==> src/verilog/mem_map_pkg.sv <==
package mem_map_pkg;

    ////////////////////
    // bus widths
    ////////////////////

    // word address, byte lanes resolved by byte enable
    localparam int ADDR_WIDTH = 30;
    localparam int DATA_WIDTH = 32;

    // one character code per byte lane
    localparam int BYTE_LANE_W = 8;

    ////////////////////
    // address map
    ////////////////////

    // decoded from word address bits 29:26
    typedef enum logic [2:0] {
        REGION_MAIN,
        REGION_VMEM,
        REGION_TIMER,
        REGION_KBD,
        REGION_LOADER
    } region_e;

    // video write sequencer
    typedef enum logic [1:0] {
        VW_IDLE,
        VW_FIRST,
        VW_SECOND,
        VW_DONE
    } vmem_state_e;

    // 8x8 pixel text cells
    localparam int CELL_SHIFT = 3;

endpackage
==> src/verilog/cpu_mem_interface.sv <==
`timescale 1ns/1ns

module cpu_mem_interface #(
    parameter int VMEM_ADDR_WIDTH = 15
) (
    input  logic                                pixel_clk,
    input  logic                                rst,
    input  logic [mem_map_pkg::ADDR_WIDTH-1:0]  instr_addr,
    input  logic                                dmem_read,
    input  logic                                dmem_write,
    input  logic [mem_map_pkg::ADDR_WIDTH-1:0]  dmem_addr,
    input  logic [3:0]                          dmem_byte_en,
    input  logic [mem_map_pkg::DATA_WIDTH-1:0]  data_from_reg,
    input  logic                                main_stall,
    input  logic [mem_map_pkg::DATA_WIDTH-1:0]  main_rdata,
    input  logic [mem_map_pkg::DATA_WIDTH-1:0]  loader_rdata,
    input  logic [mem_map_pkg::DATA_WIDTH-1:0]  loader_instr,
    input  logic [mem_map_pkg::DATA_WIDTH-1:0]  main_instr,
    output logic                                mem_stall,
    output logic [mem_map_pkg::DATA_WIDTH-1:0]  dmem_data_out,
    output logic [mem_map_pkg::DATA_WIDTH-1:0]  instr_data_out,
    output logic                                main_read,
    output logic                                main_write,
    output logic                                loader_write,
    output logic                                loader_fetch,
    output logic                                vmem_wen,
    output logic [VMEM_ADDR_WIDTH-1:0]          vmem_addr,
    output logic [mem_map_pkg::BYTE_LANE_W-1:0] vmem_char
);
    import mem_map_pkg::*;

    region_e     data_region;
    vmem_state_e vw_state;
    logic        vmem_req;
    logic        loader_rd;
    logic        loader_hit;
    logic        fetch_loader_q;
    logic [1:0]  lane;

    // region from the top nibble of the word address
    function automatic region_e decode_region(input logic [ADDR_WIDTH-1:0] addr);
        case (addr[29:26])
            4'hc:    return REGION_VMEM;
            4'hd:    return REGION_TIMER;
            4'he:    return REGION_KBD;
            4'hf:    return REGION_LOADER;
            default: return REGION_MAIN;
        endcase
    endfunction

    ////////////////////
    // data steering
    ////////////////////

    assign data_region  = decode_region(dmem_addr);
    assign main_read    = dmem_read && (data_region == REGION_MAIN);
    assign main_write   = dmem_write && (data_region == REGION_MAIN);
    assign loader_write = dmem_write && (data_region == REGION_LOADER);
    assign loader_rd    = dmem_read && (data_region == REGION_LOADER);
    assign vmem_req     = dmem_write && (data_region == REGION_VMEM);

    // timer, keyboard and vmem reads all see zero
    always_comb begin
        case (data_region)
            REGION_MAIN:   dmem_data_out = main_rdata;
            REGION_LOADER: dmem_data_out = loader_rdata;
            default:       dmem_data_out = '0;
        endcase
    end

    // loader port is registered so a read waits one cycle
    always_ff @(posedge pixel_clk) begin
        if (!rst) begin
            loader_hit <= 1'b0;
        end else begin
            loader_hit <= loader_rd && !loader_hit;
        end
    end

    assign mem_stall = main_stall
                     | (loader_rd && !loader_hit)
                     | (vmem_req && (vw_state != VW_DONE));

    ////////////////////
    // video write
    ////////////////////

    // three stalled cycles, two write pulses, access completes in done
    always_ff @(posedge pixel_clk) begin
        if (!rst || !vmem_req) begin
            vw_state <= VW_IDLE;
        end else begin
            case (vw_state)
                VW_IDLE:   vw_state <= VW_FIRST;
                VW_FIRST:  vw_state <= VW_SECOND;
                VW_SECOND: vw_state <= VW_DONE;
                default:   vw_state <= VW_IDLE;
            endcase
        end
    end

    assign vmem_wen = (vw_state == VW_FIRST) || (vw_state == VW_SECOND);

    // one-hot enable to lane index, msb of enable is the low byte
    always_comb begin
        case (dmem_byte_en)
            4'b1000: lane = 2'd0;
            4'b0100: lane = 2'd1;
            4'b0010: lane = 2'd2;
            default: lane = 2'd3;
        endcase
    end

    assign vmem_addr = {dmem_addr[VMEM_ADDR_WIDTH-3:0], lane};
    assign vmem_char = data_from_reg[lane*BYTE_LANE_W +: BYTE_LANE_W];

    ////////////////////
    // instruction fetch
    ////////////////////

    assign loader_fetch = (decode_region(instr_addr) == REGION_LOADER);

    // both ports answer a cycle late, so pick by last cycle's region
    always_ff @(posedge pixel_clk) begin
        if (!rst) begin
            fetch_loader_q <= 1'b0;
        end else begin
            fetch_loader_q <= loader_fetch;
        end
    end

    assign instr_data_out = fetch_loader_q ? loader_instr : main_instr;

endmodule

==> config.mk <==
export PLATFORM = sky130hd
export DESIGN_NAME = cpu_mem_interface
export DESIGN_NICKNAME = d
export VERILOG_FILES = /design/src/verilog/mem_map_pkg.sv /design/src/verilog/cpu_mem_interface.sv
export SDC_FILE = /design/constraint.sdc
export NUM_CORES = 1
export LEC_CHECK = 0
export BUFFER_PORTS_ARGS = -buffer_cell sky130_fd_sc_hd__buf_4
export CAP_MARGIN = 30
export CORE_AREA = 5 5 123 125
export CTS_BUF_LIST = sky130_fd_sc_hd__clkbuf_2 sky130_fd_sc_hd__clkbuf_4 sky130_fd_sc_hd__clkbuf_8
export DETAILED_ROUTE_END_ITERATION = 16
export DIE_AREA = 0 0 128 130
export PLACE_DENSITY_LB_ADDON = 0.05
export REMOVE_ABC_BUFFERS = 1
export SLEW_MARGIN = 10
export SYNTH_ARGS = -nofsm -noshare
export SYNTH_HDL_FRONTEND = slang
export SYNTH_SLANG_ARGS = --single-unit
==> constraint.sdc <==
create_clock -name pixel_clk -period 2.4 [get_ports pixel_clk]
set_input_delay 0.48 -clock pixel_clk [delete_from_list [all_inputs] [get_ports pixel_clk]]
set_output_delay 0.48 -clock pixel_clk [all_outputs]
set_load 0.1 [all_outputs]
; ---- Yosys cells after proc, flatten, opt, wreduce, memory -nomap -nowiden
; Index checks and enable logic that the tools add are counted.
[totals]
ff_bits = 4
inputBits = 229
wordCells = 43
[classes]
eq_ne = 17
shifts = 1
n_mux = 6
bitwise_logic = 2
reduce_logical = 14
[ops]
columns = operator, n
row1 = $pmux W32 S2, 1
row2 = $eq A4 B4 Y1 const B, 9
row3 = $mux W32, 1
row4 = $shiftx A32 B6 Y8, 1
row5 = $pmux W3 S4, 2
row6 = $pmux W2 S3, 2
row7 = $logic_and A1 B1 Y1, 7
row8 = $eq A3 B3 Y1 const B, 2
row9 = $eq A4 B2 Y1 const B, 1
row10 = $eq A4 B3 Y1 const B, 1
row11 = $eq A3 B1 Y1 const B, 1
row12 = $logic_not A1 Y1, 3
row13 = $logic_not A3 Y1, 1
row14 = $eq A2 B1 Y1 const B, 1
row15 = $eq A2 B2 Y1 const B, 1
row16 = $logic_not A2 Y1, 1
row17 = $logic_or A1 B1 Y1, 2
row18 = $ne A2 B2 Y1 const B, 1
row19 = $or A1 B1 Y1, 2

; ---- Depth between registers and ports, before layout
; Gate-level depths: netlist of the first run.
[logic_depth]
word_depth = 7
ltp_mapped = 5
depth_no_buf = 4

; ---- Least setup slack after synthesis of the first run
; OpenSTA, ideal clock, no wires.
[synth_path]
path_kind = in2out
from = input dmem_byte_en[1]
to = output vmem_char[0] (netlist name)
arrival_time_ns = 2.715
slack_ns = -0.795
cell_stages = 4
path_cell_list = xnor2_1 -> buf_2 -> o21ai_0 -> a32oi_1
[synth_via]
elab_chain_len = 3
elab_cells_between_ends = 5
cone_classes = eq/ne (3) / shift (1) / mux (1)
[synth_rtl]
columns = element, line
row1 = from (decl), cpu_mem_interface.sv:12  ; input logic [3:0] dmem_byte_en,
row2 = $eq A4 B2 Y1 (tied with other cells), cpu_mem_interface.sv:106  ; case (dmem_byte_en)
row3 = $pmux W2 S3 *, cpu_mem_interface.sv:106
row4 = $shiftx A32 B6 Y8 *, cpu_mem_interface.sv:115  ; assign vmem_char = data_from_reg[lane*BYTE_LANE_W +: BYTE_LANE_W];
row5 = to (decl), cpu_mem_interface.sv:28  ; output logic [mem_map_pkg::BYTE_LANE_W-1:0] vmem_char
; Every way passes the cells marked *; elsewhere a longest branch is shown, timed or not.

; ---- Worst setup path in the final report of the first run
[layout_path]
from = input dmem_addr[28] (netlist name)
to = output mem_stall
[layout_via]
elab_chain_len = 7
elab_cells_between_ends = 13
cone_classes = eq/ne (6) / mux (1) / bitwise (2) / reduce/logical (4)
[layout_rtl]
columns = element, line
row1 = from (decl), cpu_mem_interface.sv:11  ; input logic [mem_map_pkg::ADDR_WIDTH-1:0] dmem_addr,
row2 = $eq A4 B4 Y1, cpu_mem_interface.sv:42  ; case (addr[29:26])
row3 = $pmux W3 S4 *, cpu_mem_interface.sv:42
row4 = $eq A3 B3 Y1, cpu_mem_interface.sv:59  ; assign loader_rd = dmem_read && (data_region == REGION_LOADER);
row5 = $logic_and A1 B1 Y1, cpu_mem_interface.sv:59
row6 = $logic_and A1 B1 Y1, cpu_mem_interface.sv:81  ; | (loader_rd && !loader_hit)
row7 = $or A1 B1 Y1, cpu_mem_interface.sv:81
row8 = $or A1 B1 Y1 *, cpu_mem_interface.sv:82  ; | (vmem_req && (vw_state != VW_DONE));
row9 = to (decl), cpu_mem_interface.sv:19  ; output logic mem_stall,
; Marked as above.

==> impl_metrics.py, run 1 <==
metrics = {
    "run_status": {
        "outcome": "complete, no violations",
    },
    "sta": {
        "hold_viol_final": 0,
        "slew-limit-headroom_pct": 72.9,
        "worst_clock_skew_ps": 0.0388,
        "max_freq_mhz": 449,
        "finalSetupViolCount": 0,
        "period_share_pct": 92.9,
        "fin_crit_ps": 2230,
        "worstMarginPinSlew_ps": 406,
        "timing.hold.ws_ps": 501,
        "maxSlewViolCount": 0,
        "rsz0062_at_grt": "false",
    },
    "worst_setup_path": {
        "cp.required_ps": 1920,
        "slowest_delay_ps": 560,
        "crit_family": "simple AND/OR/NAND/NOR gates",
        "cp_cell_sequence": "buf_4, nand2_2, or4b_1, o221ai_1, buf_4",
        "crit_path_start_kind": "primary input",
        "cp_max_fo": 3,
        "path_class": "primary input to primary output",
        "crit_path_top_delay_cell": "or4b_1",
        "arrival_ps": 1750,
        "end_kind": "primary output",
        "crit_buf_inv": 2,
        "cp_common_cell": "buf_4",
    },
    "job": {
        "max-cap-violations": 0,
    },
    "floorplanning": {
        "dieHeight_um": 130,
        "start_util_pct": 10.1,
        "io_pins": 322,
        "rows": 43,
        "core_um2": 13800,
        "die_area_um2": 16600,
        "die_x_um": 128,
    },
    "power": {
        "p_sw_share_pct": 61.7,
        "combPwrFrac_pct": 86.0,
        "p_total_uw": 1470,
        "p_int_uw": 564,
        "switchingPower_uw": 908,
        "clkPwrFrac_pct": 9.4,
        "vdd.ir_drop.worst_mv": 0.164,
        "p_per_area_nw_per_um2": 421,
        "sequentialPowerShare_pct": 4.6,
        "p_leak_uw": 0.00170,
    },
    "placed_design": {
        "dp_hpwl_um": 8280,
        "portBuffers": 256,
        "place_congestion": 0.794,
    },
    "layout": {
        "area_growth_pct": 150,
        "regArea_um2": 80.1,
        "drive_above_1_share_pct": 74.5,
        "multi_input_area_um2": 1110,
        "fin_nets": 645,
        "num_antenna_cells": 0,
        "nFillCells": 1534,
    },
    "global_route": {
        "grt_usage_pct": 9.99,
        "overflow": 0,
        "antenna_found_initial": 0,
        "grt_max_degree": 35,
        "grt_pass1_wl_um": 13300,
        "grt_pass1_vias": 2577,
    },
    "clock_tree": {
        "cts_tree": "done",
        "clock_path_buffers": 2,
        "post_cts_buffers": 0,
        "cts-root-buf": "clkbuf_8",
        "cts.sinks": 4,
        "clk_pin_slew_ps": 30,
        "cts_hold_buf": 0,
        "cts_inserted_buffers": 3,
        "htree_levels": 1,
        "ctsResizeCount": 0,
        "clock_latency_ps": 210,
    },
    "yosys": {
        "yosysSeqAreaShare_pct": 5.73,
        "syn_inst": 170,
        "synth_cell_types": 29,
        "yosys_warnings": 0,
        "synth_area_per_cell_um2": 8.22,
        "syn_area_um2": 1400,
        "ys_seq_elements": 4,
    },
    "detailed_routing": {
        "drc": 0,
        "vias": 2438,
        "routed_wl_um": 9390,
        "routed_via_density": 4.13,
        "final_antenna_net_count": 0,
        "routedWlPerCell_um": 15.9,
        "firstDrtPassIters": 4,
        "drt_iter0_markers": 40,
    },
    "worst_hold_path": {
        "hp-class": "primary input to register",
    },
}
[per-stage QoR]
stage | worst slack [ps] | util (%) | TNS (ps) | instance area, um^2 | std cells
after CTS | 161 | 25.4 | 0 | 3490 | 591
after global placement | 177 | 25.1 | 0 | 3450 | 588
after floorplan | -946 | - | -36630 | 1210 | 141
after detailed placement | 161 | 25.1 | 0 | 3450 | 588
final | 171 | 25.4 | 0 | 3490 | 591
after global routing | 126 | 25.4 | 0 | 3490 | 591
[cell usage in the layout, fill, tap and decap left out]
master,count
a32oi_1,16
mux2_1,3
ha_1,3
xor2_2,2
dfxtp_1,4
xnor2_1,1
buf_4,266
nor3_1,2
or4b_1,1
inv_1,5
nand2_1,3
nand4_1,1
nand2b_1,1
and2_1,5
o221ai_1,1
clkbuf_8,3
or2_2,1
nand3_1,8
o21ai_0,17
a22o_1,32
buf_12,1
mux2_2,29
nand2_2,1
and4_1,1
nor2_1,1
nor2_2,3
[Yosys cell counts (all sizes together)]
library cell | count | share of area (%)
a32oi | 16 | 10
buf | 22 | 11
dfxtp | 4 | 5.7
or4b | 1 | 0.72
or2 | 1 | 0.45
mux2 | 32 | 26
nor3 | 2 | 0.72
xnor2 | 1 | 0.63
and4 | 1 | 0.63
ha | 3 | 2.7
a22o | 32 | 20
and2 | 5 | 2.2
inv | 5 | 1.3
nand4 | 1 | 0.45
clkbuf | 7 | 2.7
xor2 | 2 | 2.3
nand2 | 4 | 1.3
nand3 | 8 | 2.9
nor2 | 4 | 1.4
nand2b | 1 | 0.45
o21ai | 17 | 6.1
o221ai | 1 | 0.63
[flip-flops by register name, indices dropped and copies added (netlist names)]
signal and flops:
vw_state 2, fetch_loader_q 1, loader_hit 1
[final cells by class]
cell class | count | area share [%]
timing repair buffer | 267 | 57.7
multi-input combinational | 132 | 31.8
tap | 180 | 6.44
sequential | 4 | 2.29
clock buffer | 3 | 1.18
inverter | 5 | 0.537
[routing by layer]
layer,part of all wire [%],global-route usage [%],vias up
li1,-,-,1143
met1,30,8.69,1057
met2,48,18.9,226
met3,20,6.63,10
met4,1.4,1.75,2
met5,0.82,3.53,-
[kinds of logic (layout without fill, tap and decap cells)]
group,after synthesis,after routing,synth area share [%]
mux,32,32,25.8
xor+xnor,3,3,2.95
simple gates,28,28,11.2
compound gates,66,66,36.8
fa+ha+maj,3,3,2.69
flops,4,4,5.73
buf+inv,34,275,14.9
[power groups by stage]
| stage | Combinational [uW] | Clock (uW) | Sequential [uW] |
|---|---|---|---|
| after floorplan | 841 | 0 | 70.8 |
| after global placement | 1280 | 0 | 68.7 |
| after detailed placement | 1270 | 0 | 68.7 |
| after CTS | 1280 | 142 | 67.8 |
| after global routing | 1320 | 146 | 67.8 |
| final | 1270 | 138 | 67.8 |
[final timing paths]
| kind | start | endpoint | slack, ps | cells after the start |
|---|---|---|---|---|
| hold / removal | rst | fetch_loader_q | 500 | 2 |
| setup / recovery | dmem_addr[28] | mem_stall | 170 | 5 |
| hold reg to reg | loader_hit | loader_hit | 510 | 2 |
| setup reg to reg | vw_state[1] | vw_state[0] | 1480 | 4 |
[worst register-to-register path, stage by stage (launching register included)]
cell and delay [ps]:
dfxtp_1 350, inv_1 50, ha_1 160, o21ai_0 180, nor3_1 60
Note: power is estimated with default switching activity, not from simulation.
==> run 2, diff against run 1 <==
- GPL_TIMING_DRIVEN: default -> 0
- PLACE_DENSITY_LB_ADDON: 0.05 -> default
- SKIP_CTS_REPAIR_TIMING: default -> 1
==> run 2 against run 1 <==
Clock power increased by 3%; die area unchanged; final cell count decreased by 1.4%; design area increased by 0.21%; power increased by 0.39%; critical path type unchanged; non-clock buffer count decreased by 8; core utilization increased by 0.055 points; clock skew increased by 3.1 ps; largest cell class unchanged; combinational power about the same; worst hold slack about the same; critical path depth unchanged.
==> impl_metrics.py, run 2 (synthesis gave the netlist of run 1 again) <==
metrics = {
    "worst_setup_path": {
        "reg2reg_to": "vw_state[0]",
        "rrSetupSlack_ps": 1460,
        "r2r-start": "vw_state[1]",
        "end_kind": "primary output",
        "crit_path_start_kind": "primary input",
        "crit_start": "dmem_byte_en[3]",
        "rr_worst_depth": 4,
        "endpoint": "vmem_char[3]",
        "cp_max_fo": 9,
        "path_class": "primary input to primary output",
        "arrival_ps": 1820,
        "cp.required_ps": 1920,
    },
    "sta": {
        "timing.hold.ws_ps": 501,
        "maxSlewViolCount": 0,
        "slew-limit-headroom_pct": 66.0,
        "hold_viol_final": 0,
        "finalSetupViolCount": 0,
        "tns_ps": 0,
        "rsz0062_at_grt": "false",
        "max_freq_mhz": 436,
        "worstMarginPinSlew_ps": 509,
        "period_share_pct": 95.6,
        "worst_clock_skew_ps": 3.15,
        "fin_crit_ps": 2300,
        "fin_ws_ps": 105,
    },
    "layout": {
        "layout_common_cells": "buf_4 (254), a22o_1 (32), mux2_2 (29), o21ai_0 (17), a32oi_1 (16)",
        "drive_above_1_share_pct": 74.9,
        "nFillCells": 1501,
        "area_growth_pct": 151,
        "final_common_cell": "buf_4",
        "instances_no_fill": 583,
        "largest_reg_flops": 2,
        "largest-register": "vw_state",
        "reg_top3": "vw_state: 2 flops, fetch_loader_q: 1 flops, loader_hit: 1 flops",
        "num_antenna_cells": 0,
        "fin_nets": 637,
    },
    "power": {
        "p_leak_uw": 0.00168,
        "p_per_area_nw_per_um2": 422,
        "vdd.ir_drop.worst_mv": 0.211,
        "p_total_uw": 1480,
    },
    "floorplanning": {
        "core_um2": 13800,
        "io_pins": 322,
        "rows": 43,
        "dieHeight_um": 130,
        "start_util_pct": 10.1,
        "die_area_um2": 16600,
        "die_x_um": 128,
    },
    "detailed_routing": {
        "final_antenna_net_count": 0,
        "drt_iter0_markers": 59,
        "routed_via_density": 4.07,
        "firstDrtPassIters": 4,
        "routedWlPerCell_um": 15.9,
        "vias": 2372,
        "drc": 0,
        "routed_wl_um": 9270,
    },
    "clock_tree": {
        "htree_levels": 1,
        "cts.sinks": 4,
        "clock_path_buffers": 2,
        "clock_latency_ps": 220,
        "cts-root-buf": "clkbuf_8",
        "cts_tree": "done",
        "cts_inserted_buffers": 3,
        "clk_pin_slew_ps": 30,
    },
    "placed_design": {
        "dp_slack_ps": -311,
        "dp_hpwl_um": 8280,
        "portBuffers": 256,
        "place_congestion": 0.831,
        "place_inst": 580,
    },
    "job": {
        "max-cap-violations": 0,
    },
    "global_route": {
        "grt_pass1_vias": 2495,
        "overflow": 0,
        "grt_usage_pct": 9.50,
        "grt_max_degree": 37,
        "antenna_found_initial": 0,
        "grt_pass1_wl_um": 12700,
    },
    "run_status": {
        "outcome": "complete, no violations",
    },
    "worst_hold_path": {
        "hp-class": "primary input to register",
    },
}
## run 2: changes by cell type in the layout (fill, tap and decap cells not counted), moves of 2 or more
cell | before | now
buf_4 | 266 | 254
buf_6 | 0 | 3
buf_8 | 0 | 2
nor2_2 | 3 | 1
nor2_4 | 0 | 2
## run 2: cell type report
| class | count | area [um^2] | area share, % |
|---|---|---|---|
| Timing Repair Buffer | 259 | 1970 | 56.3 |
| Multi-Input combinational cell | 132 | 1170 | 33.3 |
| Inverter | 5 | 18.8 | 0.536 |
| Tap cell | 180 | 225 | 6.43 |
| Sequential cell | 4 | 80.1 | 2.29 |
| Clock buffer | 3 | 41.3 | 1.18 |
## run 2: worst min-delay path by stage
stage               startpoint        endpoint  slack [ps]  cells after the start
detailed placement  loader_hit      loader_hit         500                      2
finish                     rst  fetch_loader_q         500                      2
global route               rst  fetch_loader_q         510                      2
global placement    loader_hit      loader_hit         490                      2
floorplan           loader_hit      loader_hit         470                      2
CTS                        rst  fetch_loader_q         500                      2
## run 2: report_power, final
part	leakage [uW]	switching, uW	internal [uW]
Sequential	0.0000323	1.27	67.6
Combinational	0.00163	881	386
Clock	0.0000216	35.3	107
## run 2: metrics by stage
stage | utilization (%) | area, um^2
2_1_floorplan | - | 1210
3_3_place_gp | 24.4 | 3360
6_report | 25.4 | 3500
3_5_place_dp | 24.7 | 3400
5_1_grt | 25.4 | 3500
4_1_cts | 25.0 | 3440
## run 2: critical path: stages
cell,delay (ps)
buf_4,150
xor2_2,410
and2_2,350
a32oi_1,150
buf_4,260
## run 2: metal layers
layer / track usage [%] / wire length (um) / vias to the layer above
met3: 5.77 / 1700 / 6
met2: 16.8 / 4420 / 202
met5: 3.82 / 86 / -
met4: 1.12 / 43 / 2
met1: 9.72 / 3020 / 1038
li1: - / - / 1124
